--- src/ga_consts.svh ---
`ifndef GA_CONSTS_SVH
`define GA_CONSTS_SVH

// problem size
`define NUM_CITIES      8
`define POP_SIZE        16

// routes carried into the next generation untouched
`define ELITE_SIZE      2

// swap happens when the 8-bit chance field is below this
`define MUT_THRESHOLD   64

// random source start value and feedback taps
`define LFSR_SEED       10'h00A
`define LFSR_TAPS       10'h0B8

`endif

--- src/ga_pkg.sv ---
`default_nettype none

`include "ga_consts.svh"

package ga_pkg;

    typedef logic [$clog2(`NUM_CITIES)-1:0] cityIdx_t;  // city number or position in a route
    typedef logic [$clog2(`POP_SIZE)-1:0]   routeIdx_t; // route slot or rank
    typedef logic [7:0]                     coord_t;    // x or y coordinate
    typedef logic [11:0]                    dist_t;     // 8 edges of up to 510 each
    typedef logic [7:0]                     genCount_t;

    // generation sequencer
    typedef enum logic [2:0] {
        IDLE,
        EVAL,
        RANK,
        BUILD,
        SWAP,
        DONE
    } gaState_t;

endpackage

`default_nettype wire

--- src/ga_if.sv ---
`default_nettype none

// child bank write path plus parent read path into the population memory
interface popWritePort import ga_pkg::*; ();

    routeIdx_t rdRoute;  // parent route in the current bank
    cityIdx_t  rdPos;
    cityIdx_t  rdCity;   // one cycle after rdRoute/rdPos
    routeIdx_t wrRoute;  // child slot in the other bank
    cityIdx_t  wrPos;
    cityIdx_t  wrCity;
    logic      wrEn;

    modport builder (
        output rdRoute,
        output rdPos,
        input  rdCity,
        output wrRoute,
        output wrPos,
        output wrCity,
        output wrEn
    );

    modport store (
        input  rdRoute,
        input  rdPos,
        output rdCity,
        input  wrRoute,
        input  wrPos,
        input  wrCity,
        input  wrEn
    );

endinterface

`default_nettype wire

--- src/gaLfsr.sv ---
`default_nettype none

`include "ga_consts.svh"

module gaLfsr (
    input  logic       CLK,
    input  logic       RESET,
    output logic [9:0] randBits
);

    localparam logic [9:0] taps = `LFSR_TAPS;

    logic       feedback;

    // tap bit 6 has no place in this mapping
    always_comb
    begin
        feedback = randBits[0]
                 ^ (taps[9] & randBits[1]) ^ (taps[8] & randBits[2])
                 ^ (taps[7] & randBits[3]) ^ (taps[5] & randBits[4])
                 ^ (taps[4] & randBits[5]) ^ (taps[3] & randBits[6])
                 ^ (taps[2] & randBits[7]) ^ (taps[1] & randBits[8])
                 ^ (taps[0] & randBits[9]);
    end

    always_ff @(posedge CLK)
    begin
        if (RESET)
            randBits <= `LFSR_SEED;
        else
            randBits <= {feedback, randBits[9:1]};  // shift right, new msb
    end

endmodule

`default_nettype wire

--- src/tourEvaluator.sv ---
`default_nettype none

`include "ga_consts.svh"

module tourEvaluator import ga_pkg::*; (
    input  logic      CLK,
    input  logic      RESET,
    input  logic      coordWrEn,
    input  cityIdx_t  coordWrAddr,
    input  coord_t    coordWrX,
    input  coord_t    coordWrY,
    input  logic      evalStart,
    output routeIdx_t evalRoute,
    output cityIdx_t  evalPos,
    input  cityIdx_t  evalCity,
    output logic      distValid,
    output routeIdx_t distRoute,
    output dist_t     distValue,
    output logic      evalDone
);

    coord_t    coordX [`NUM_CITIES];
    coord_t    coordY [`NUM_CITIES];
    logic      active;
    logic [3:0] step;      // 0..NUM_CITIES+1 within one route
    routeIdx_t route;
    cityIdx_t  firstCity;
    cityIdx_t  prevCity;
    dist_t     sum;

    function automatic dist_t edgeLen(cityIdx_t a, cityIdx_t b);
        coord_t dx;
        coord_t dy;
        dx = (coordX[a] > coordX[b]) ? coordX[a] - coordX[b] : coordX[b] - coordX[a];
        dy = (coordY[a] > coordY[b]) ? coordY[a] - coordY[b] : coordY[b] - coordY[a];
        return dist_t'(dx) + dist_t'(dy);
    endfunction

    always_ff @(posedge CLK)
    begin
        if (coordWrEn)
        begin
            coordX[coordWrAddr] <= coordWrX;
            coordY[coordWrAddr] <= coordWrY;
        end
    end

    always_ff @(posedge CLK)
    begin
        if (RESET)
            active <= 1'b0;
        else if (evalStart)
        begin
            active <= 1'b1;
            step   <= '0;
            route  <= '0;
        end
        else if (active)
        begin
            if (step == 4'(`NUM_CITIES + 1))
            begin
                step <= '0;
                if (route == routeIdx_t'(`POP_SIZE - 1))
                    active <= 1'b0;
                route <= route + 1'b1;
            end
            else
                step <= step + 1'b1;
        end
    end

    // read data trails the address by one step
    always_ff @(posedge CLK)
    begin
        if (step == 4'd1)
        begin
            firstCity <= evalCity;
            prevCity  <= evalCity;
            sum       <= '0;
        end
        else if (step >= 4'd2 && step <= 4'(`NUM_CITIES))
        begin
            sum      <= sum + edgeLen(prevCity, evalCity);
            prevCity <= evalCity;
        end
    end

    assign evalRoute = route;
    assign evalPos   = step[2:0];
    assign distValid = active && (step == 4'(`NUM_CITIES + 1));
    assign distRoute = route;
    assign distValue = sum + edgeLen(prevCity, firstCity);  // closing edge back to start
    assign evalDone  = distValid && (route == routeIdx_t'(`POP_SIZE - 1));

endmodule

`default_nettype wire

--- src/popStore.sv ---
`default_nettype none

`include "ga_consts.svh"

module popStore import ga_pkg::*; (
    input  logic             CLK,
    input  logic             RESET,
    input  logic             initPop,
    input  logic             bankSwap,
    input  routeIdx_t        evalRoute,
    input  cityIdx_t         evalPos,
    output cityIdx_t         evalCity,
    popWritePort.store       bld,
    input  cityIdx_t         bestRdPos,
    output cityIdx_t         bestRdCity
);

    cityIdx_t bank [2][`POP_SIZE][`NUM_CITIES];
    logic     bankSel;  // current (parent) bank

    always_ff @(posedge CLK)
    begin
        if (RESET)
            bankSel <= 1'b0;
        else if (bankSwap)
            bankSel <= !bankSel;
    end

    // identity tours in both banks, otherwise child writes
    always_ff @(posedge CLK)
    begin
        if (initPop)
        begin
            for (int b = 0; b < 2; b++)
                for (int r = 0; r < `POP_SIZE; r++)
                    for (int c = 0; c < `NUM_CITIES; c++)
                        bank[b][r][c] <= cityIdx_t'(c);
        end
        else if (bld.wrEn)
            bank[!bankSel][bld.wrRoute][bld.wrPos] <= bld.wrCity;
    end

    always_ff @(posedge CLK)
    begin
        evalCity   <= bank[bankSel][evalRoute][evalPos];
        bld.rdCity <= bank[bankSel][bld.rdRoute][bld.rdPos];
        bestRdCity <= bank[bankSel][0][bestRdPos];  // slot 0 holds the top elite
    end

endmodule

`default_nettype wire

--- src/fitnessRanker.sv ---
`default_nettype none

`include "ga_consts.svh"

module fitnessRanker import ga_pkg::*; (
    input  logic      CLK,
    input  logic      RESET,
    input  logic      evalStart,
    input  logic      distValid,
    input  routeIdx_t distRoute,
    input  dist_t     distValue,
    input  routeIdx_t rankQuery,
    output routeIdx_t rankRoute,
    output dist_t     bestDistance,
    output logic      rankDone
);

    dist_t     rankDist [`POP_SIZE];
    routeIdx_t rankIdx  [`POP_SIZE];
    logic [$clog2(`POP_SIZE):0] count;         // entries held so far
    logic [`POP_SIZE-1:0]       displaced;     // entry moves down one slot

    // strictly longer entries move, equal ones keep their place
    always_comb
    begin
        for (int i = 0; i < `POP_SIZE; i++)
            displaced[i] = (count > i) && (rankDist[i] > distValue);
    end

    always_ff @(posedge CLK)
    begin
        if (distValid)
        begin
            if (displaced[0] || count == 0)
            begin
                rankDist[0] <= distValue;
                rankIdx[0]  <= distRoute;
            end
            for (int i = 1; i < `POP_SIZE; i++)
            begin
                if (displaced[i-1])
                begin
                    rankDist[i] <= rankDist[i-1];
                    rankIdx[i]  <= rankIdx[i-1];
                end
                else if (displaced[i] || count == i)
                begin
                    rankDist[i] <= distValue;
                    rankIdx[i]  <= distRoute;
                end
            end
        end
    end

    always_ff @(posedge CLK)
    begin
        if (RESET)
        begin
            count        <= '0;
            rankDone     <= 1'b0;
            bestDistance <= '0;
        end
        else
        begin
            rankDone <= distValid && (count == `POP_SIZE - 1);
            if (evalStart)
                count <= '0;
            else if (distValid)
                count <= count + 1'b1;
            if (rankDone)
                bestDistance <= rankDist[0];  // held across the next evaluation
        end
    end

    assign rankRoute = rankIdx[rankQuery];

endmodule

`default_nettype wire

--- src/offspringBuilder.sv ---
`default_nettype none

`include "ga_consts.svh"

module offspringBuilder import ga_pkg::*; (
    input  logic          CLK,
    input  logic          RESET,
    input  logic          buildStart,
    input  logic [9:0]    randBits,
    output routeIdx_t     rankQuery,
    input  routeIdx_t     rankRoute,
    popWritePort.builder  bld,
    output logic          buildDone
);

    logic       active;
    logic [3:0] step;       // 0..NUM_CITIES+1 per child slot
    routeIdx_t  slot;       // child slot being filled
    routeIdx_t  parentRoute;
    logic       mutate;
    cityIdx_t   posA;
    cityIdx_t   posB;
    routeIdx_t  candA;
    routeIdx_t  candB;
    logic [3:0] rdStep;
    logic [3:0] wrStep;
    cityIdx_t   wrIdx;

    // two random ranks, the better one wins
    assign candA = randBits[9:6];
    assign candB = randBits[8:5];

    always_comb
    begin
        if (slot < `ELITE_SIZE)
            rankQuery = slot;  // elites copy by rank
        else
            rankQuery = (candA < candB) ? candA : candB;
    end

    always_ff @(posedge CLK)
    begin
        if (RESET)
            active <= 1'b0;
        else if (buildStart)
        begin
            active <= 1'b1;
            step   <= '0;
            slot   <= '0;
        end
        else if (active)
        begin
            if (step == 4'(`NUM_CITIES + 1))
            begin
                step <= '0;
                if (slot == routeIdx_t'(`POP_SIZE - 1))
                    active <= 1'b0;
                slot <= slot + 1'b1;
            end
            else
                step <= step + 1'b1;
        end
    end

    // random fields are drawn on different cycles so they differ
    always_ff @(posedge CLK)
    begin
        if (active && step == 4'd0)
        begin
            parentRoute <= rankRoute;
            mutate      <= (slot >= `ELITE_SIZE) && (randBits[7:0] < `MUT_THRESHOLD);
        end
        if (active && step == 4'd1)
        begin
            posA <= randBits[9:7];
            posB <= randBits[2:0];
        end
    end

    assign rdStep = step - 4'd1;
    assign wrStep = step - 4'd2;
    assign wrIdx  = wrStep[2:0];

    // parent read in order, swap applied on the write address
    assign bld.rdRoute = parentRoute;
    assign bld.rdPos   = rdStep[2:0];
    assign bld.wrRoute = slot;
    assign bld.wrCity  = bld.rdCity;
    assign bld.wrEn    = active && (step >= 4'd2);
    assign bld.wrPos   = (mutate && wrIdx == posA) ? posB :
                         (mutate && wrIdx == posB) ? posA : wrIdx;

    assign buildDone = active && (step == 4'(`NUM_CITIES + 1))
                       && (slot == routeIdx_t'(`POP_SIZE - 1));

endmodule

`default_nettype wire

--- src/gaController.sv ---
`default_nettype none

module gaController import ga_pkg::*; (
    input  logic      CLK,
    input  logic      RESET,
    input  logic      start,
    input  genCount_t numGenerations,
    input  logic      evalDone,
    input  logic      rankDone,
    input  logic      buildDone,
    output logic      initPop,
    output logic      evalStart,
    output logic      buildStart,
    output logic      bankSwap,
    output logic      genDone,
    output logic      busy,
    output logic      done
);

    gaState_t  state;
    genCount_t genCnt;    // generations finished in this run
    genCount_t genLimit;  // latched at start

    always_ff @(posedge CLK)
    begin
        if (RESET)
        begin
            state      <= IDLE;
            genCnt     <= '0;
            genLimit   <= '0;
            initPop    <= 1'b0;
            evalStart  <= 1'b0;
            buildStart <= 1'b0;
            bankSwap   <= 1'b0;
            genDone    <= 1'b0;
        end
        else
        begin
            // strobes last one cycle
            initPop    <= 1'b0;
            evalStart  <= 1'b0;
            buildStart <= 1'b0;
            bankSwap   <= 1'b0;
            genDone    <= 1'b0;

            unique case (state)
                IDLE, DONE:
                begin
                    if (start)
                    begin
                        state     <= EVAL;
                        genCnt    <= '0;
                        genLimit  <= numGenerations;
                        initPop   <= 1'b1;  // fresh identity population
                        evalStart <= 1'b1;
                    end
                end
                EVAL:
                begin
                    if (evalDone)
                        state <= RANK;
                end
                RANK:
                begin
                    if (rankDone)
                    begin
                        state      <= BUILD;
                        buildStart <= 1'b1;
                    end
                end
                BUILD:
                begin
                    if (buildDone)
                    begin
                        state    <= SWAP;
                        bankSwap <= 1'b1;
                        genDone  <= 1'b1;
                        genCnt   <= genCnt + 1'b1;
                    end
                end
                SWAP:
                begin
                    if (genCnt == genLimit)
                        state <= DONE;
                    else
                    begin
                        state     <= EVAL;
                        evalStart <= 1'b1;
                    end
                end
                default:
                    state <= IDLE;
            endcase
        end
    end

    assign busy = (state != IDLE) && (state != DONE);
    assign done = (state == DONE);

endmodule

`default_nettype wire

--- src/gaTspTop.sv ---
`default_nettype none

module gaTspTop import ga_pkg::*; (
    input  logic      CLK,
    input  logic      RESET,
    input  logic      coordWrEn,
    input  cityIdx_t  coordWrAddr,
    input  coord_t    coordWrX,
    input  coord_t    coordWrY,
    input  logic      start,
    input  genCount_t numGenerations,
    input  cityIdx_t  bestRdPos,
    output logic      busy,
    output logic      genDone,
    output dist_t     bestDistance,
    output logic      done,
    output cityIdx_t  bestRdCity
);

    logic [9:0] randBits;
    logic       initPop;
    logic       evalStart;
    logic       buildStart;
    logic       bankSwap;
    logic       evalDone;
    logic       rankDone;
    logic       buildDone;
    routeIdx_t  evalRoute;
    cityIdx_t   evalPos;
    cityIdx_t   evalCity;
    logic       distValid;
    routeIdx_t  distRoute;
    dist_t      distValue;
    routeIdx_t  rankQuery;
    routeIdx_t  rankRoute;

    popWritePort bldBus ();

    gaLfsr lfsr (
        .CLK      (CLK),
        .RESET    (RESET),
        .randBits (randBits)
    );

    tourEvaluator evaluator (
        .CLK         (CLK),
        .RESET       (RESET),
        .coordWrEn   (coordWrEn),
        .coordWrAddr (coordWrAddr),
        .coordWrX    (coordWrX),
        .coordWrY    (coordWrY),
        .evalStart   (evalStart),
        .evalRoute   (evalRoute),
        .evalPos     (evalPos),
        .evalCity    (evalCity),
        .distValid   (distValid),
        .distRoute   (distRoute),
        .distValue   (distValue),
        .evalDone    (evalDone)
    );

    popStore store (
        .CLK        (CLK),
        .RESET      (RESET),
        .initPop    (initPop),
        .bankSwap   (bankSwap),
        .evalRoute  (evalRoute),
        .evalPos    (evalPos),
        .evalCity   (evalCity),
        .bld        (bldBus.store),
        .bestRdPos  (bestRdPos),
        .bestRdCity (bestRdCity)
    );

    fitnessRanker ranker (
        .CLK          (CLK),
        .RESET        (RESET),
        .evalStart    (evalStart),
        .distValid    (distValid),
        .distRoute    (distRoute),
        .distValue    (distValue),
        .rankQuery    (rankQuery),
        .rankRoute    (rankRoute),
        .bestDistance (bestDistance),
        .rankDone     (rankDone)
    );

    offspringBuilder builder (
        .CLK        (CLK),
        .RESET      (RESET),
        .buildStart (buildStart),
        .randBits   (randBits),
        .rankQuery  (rankQuery),
        .rankRoute  (rankRoute),
        .bld        (bldBus.builder),
        .buildDone  (buildDone)
    );

    gaController controller (
        .CLK            (CLK),
        .RESET          (RESET),
        .start          (start),
        .numGenerations (numGenerations),
        .evalDone       (evalDone),
        .rankDone       (rankDone),
        .buildDone      (buildDone),
        .initPop        (initPop),
        .evalStart      (evalStart),
        .buildStart     (buildStart),
        .bankSwap       (bankSwap),
        .genDone        (genDone),
        .busy           (busy),
        .done           (done)
    );

endmodule

`default_nettype wire

--- config.mk ---
export PLATFORM = sky130hd
export DESIGN_NAME = gaTspTop
export DESIGN_NICKNAME = d
export VERILOG_FILES = /design/src/ga_pkg.sv /design/src/ga_if.sv /design/src/gaLfsr.sv /design/src/tourEvaluator.sv /design/src/popStore.sv /design/src/fitnessRanker.sv /design/src/offspringBuilder.sv /design/src/gaController.sv /design/src/gaTspTop.sv
export VERILOG_INCLUDE_DIRS = /design/src
export SDC_FILE = /design/constraint.sdc
export NUM_CORES = 2
export LEC_CHECK = 0
export BUFFER_PORTS_ARGS = -buffer_cell sky130_fd_sc_hd__buf_4
export CAP_MARGIN = 20
export CORE_MARGIN = 5
export CORE_UTILIZATION = 34
export CTS_BUF_LIST = sky130_fd_sc_hd__clkbuf_16
export CTS_CLUSTER_DIAMETER = 30
export DETAILED_ROUTE_END_ITERATION = 7
export MAX_ROUTING_LAYER = met4
export SLEW_MARGIN = 20
export SYNTH_ARGS = -nofsm -noshare
export SYNTH_HDL_FRONTEND = slang
export SYNTH_SLANG_ARGS = --single-unit
--- constraint.sdc ---
create_clock -name CLK -period 20.5 [get_ports CLK]
set_input_delay 4.1 -clock CLK [delete_from_list [all_inputs] [get_ports CLK]]
set_output_delay 4.1 -clock CLK [all_outputs]
set_load 0.01 [all_outputs]
==> results.md <==
- Leading cell types in the layout, fill and taps excluded: edfxtp_1, mux4_2, nand2_1
- Reg-to-reg endpoint: ranker.rankDist[0][58]
- Status: complete, no violations
- Cell Rows: 169
- Synth cell types: 98
- Post-synth EDFFs: 1185
- Hold_sp: lfsr.randBits[1]
- Ratio of routed vias to standard cells: 5.96
- Most used DFF post-synth: edfxtp_1
- Mapped Cells: slightly above 5000
- Flops & latches, synth: 1267
- Final wirelength: 231000 um
- Worst-path maximum fanout: 32
- Yosys warning count: 0
- Hold Crit Class: flip-flop to flip-flop
- Worst path slowest cell: o2111a_1
- Worst hold path depth: 0
- Core area: 211000 um^2
- Residual DRC: 0
- Cell Area, Synth: about 70000 um^2
- Buffers on Ports: 51
- Cts hold-fix bufs: 0
- Global-route wire length before repair: between 300000 and 400000 um
- Initial DRT Pass Iterations: 6
- CTS max path bufs: 4
- Worst Tran Pin Value: 1.23 ns
- CP startpoint kind: flip-flop
- DR vias: 49500
- Pwr dens: 182 nW/um^2
- Initial core utilization: 34.1%
- Layout cell share with drive strength beyond 1: 29.3%
- CP Capture Type: flip-flop
- Multi-input logic area: 33000 um^2
- Vias in the first global route: 49500
- P_leak: about 0.028 uW
- CP most frequent cell: a21oi_1
- Fraction of registers with async set/reset: 0%
- Global Route met3 Usage: about 5%
- Die area: 221000 um^2
- Final Hold Viols: 0
- CTS tree: done
- Depth of the most critical reg-to-reg path: 37
- CTS Buf Count: 299
- Commonest non-fill, non-tap cell in the layout: edfxtp_1
- Setup Skew: 0.0755 ns
- Post-DP HPWL: 151000 um
- Worst setup margin: 9.42 ns
- Slowest cell delay on critical path: 0.79 ns
- Worst Setup Path Type: flip-flop to flip-flop
- Die height: 470 um
- Final Cycle Share: between 50% and 60%
- Post-CTS Setup Inserts: 0
- Total Routing Usage GR: 20.8%
- GPL Wtd Cong: between 0.9 and 1
- Worst skew pair latency: 0.93 ns
- Die W: 470 um
- Total power: 15500 uW
- Register area: 37200 um^2
- CP arrival: around 12 ns
- Flop2flop setup slack: 9.42 ns
- Root buffer cell: clkbuf_16
- Worst Hold End: builder.posB[1]
- RSZ-0062 raised after global routing: false
- Setup TNS: 0 ns
- Gr busiest metal: met2
- Met2 usage: roughly a third
- Fill cell count: 19400
- Initial antenna violation count: 3
- ANT nets after route: 0
- VDD IR max: 0.428 mV
- Clock transition at path regs: 0.05 ns
- Max Cap Viol: 0
- Initial DRC count: 6386
- Post-cts sizing count: 0
- Fin nets: 5575
- Sequential area share after synthesis: slightly above 50%
- DP Worst Slack: 9.46 ns
- Setup-failing EPs final: 0
- Area delta synth->final: 18.7%
- Peak Freq: about 90 MHz
- Count of pins over their slew limit: 0
- GRT overflow: 0
- Avg Cell Area, Syn: between 10 and 15 um^2
- Dpl cell area: 75700 um^2
- H-tree levels: 5
- CTS sink count: ~1300
- DR WL/cell: 27.9 um
- Worst path required time: 21.11 ns
- Syn nets: around 5500
- Final instance area: 85500 um^2
- Largest net degree at the start of global routing: about 140
- # IOs: 52
- Max-slew headroom: between 10% and 20%
- Grt met1 use: 26.4%
- Final min period: 11.08 ns
per-stage QoR:
stage / hold WS [ns] / std cells / util (%)
floorplan: 0.400 / 5141 / -
global placement: 0.409 / 7770 / 35.8
detailed placement: 0.414 / 7770 / 35.8
CTS: 0.422 / 8293 / 40.4
global route: 0.434 / 8294 / 40.4
finish: 0.415 / 8295 / 40.4
logic make-up (layout without fill, tap and decap cells):
logic type | Yosys count | in the layout | share of synthesized area, %
compound gates | 649 | 649 | 5.77
xor+xnor | 115 | 115 | 1.40
fa+ha+maj | 303 | 303 | 5.35
buf+inv | 522 | 853 | 2.89
flops | 1267 | 1267 | 51.7
mux | 1034 | 1034 | 24.9
other cells | 0 | 2 | 0
simple gates | 1251 | 1251 | 7.97
cells in the mapped netlist (8+ instances only):
cell type	instances	area (um^2)
a211o_1	9	78.8
a211oi_1	22	165
a21o_1	40	300
a21oi_1	215	1080
a221o_1	8	80.1
a22o_1	9	78.8
a31oi_1	17	106
and2_1	28	175
and3_1	27	169
buf_1	54	203
buf_2	32	160
buf_4	9	67.6
clkbuf_1	279	1050
dfxtp_1	82	1640
edfxtp_1	1185	35600
fa_1	12	240
ha_1	279	3490
inv_1	136	510
maj3_1	10	100
mux2_1	12	135
mux2_2	258	2910
mux2_4	9	135
mux2i_1	179	1790
mux4_2	576	13000
nand2_1	416	1560
nand2b_1	26	163
nand3_1	133	666
nand4_1	51	319
nor2_1	319	1200
nor2b_1	29	181
nor3_1	132	661
nor4_1	22	138
o211ai_1	14	105
o21a_1	15	113
o21ai_0	145	726
o21bai_1	20	150
o221ai_1	21	184
o22ai_1	27	169
o31ai_1	19	143
or2_2	24	150
or3_1	18	113
xnor2_1	77	674
xor2_1	38	333
registers in the layout, indices dropped and copies added, names as in the netlist, 4 cells and up, named ones only:
name and flops:
builder.step 4, builder.bld.wrRoute 4, evaluator.coordY 64, evaluator.step 4, builder.bld.rdRoute 4, controller.genLimit 8
ranker.count 5, evaluator.coordX 64, ranker.rankIdx 64, evaluator.sum 12, lfsr.randBits 10, evaluator.distRoute 4
store.bank 768, controller.genCnt 8, ranker.rankDist 192, ranker.bestDistance 12
where the power goes:
part	switching, uW	internal, uW	leakage [uW]	total [uW]
clock network	1550	3060	0.00484	4610
logic	5100	2860	0.0127	7970
registers	45.1	2920	0.0105	2960
total	6700	8840	0.0281	15500
routing by layer:
| metal | up-vias | share of wire (%) | wire length, um |
|---|---|---|---|
| met2 | 2966 | 46 | 106000 |
| li1 | 20600 | - | - |
| met5 | - | 0 | 0 |
| met4 | 0 | 5.1 | 11900 |
| met1 | 25200 | 39 | 89100 |
| met3 | 626 | 10 | 24100 |
cell type report:
cell class | count | area share (%)
Sequential cell | 1267 | 43.6
Timing Repair Buffer | 188 | 1.72
Inverter | 142 | 0.634
Clock buffer | 305 | 8.93
Clock inverter | 218 | 2.44
Tap cell | 2821 | 4.13
Antenna cell | 2 | 0.00586
Multi-Input combinational cell | 3352 | 38.6
worst max-delay path by stage:
stage | endpoint | slack (ns) | cells past startpoint
2_1_floorplan | ranker.rankDist[1][60] | 10.92 | 37
3_3_place_gp | ranker.rankDist[1][1] | 9.62 | 37
3_5_place_dp | ranker.rankDist[0][54] | 9.46 | 37
4_1_cts | ranker.rankDist[0][58] | 9.39 | 37
5_1_grt | ranker.rankDist[1][8] | 8.69 | 35
6_report | ranker.rankDist[0][58] | 9.42 | 37
critical path, delay by kind of cell (launching register included):
kind | cells | cell delay [ns]
xor gates and xnor gates | 2 | 0.32
buffers and inverters | 6 | 1.72
and+or+nand+nor | 6 | 0.86
adders and majority gates | 4 | 1.65
muxes | 4 | 1.77
DFF | 1 | 0.30
AOI/OAI and AO/OA | 15 | 4.16
(Power assumes the default switching activity.)
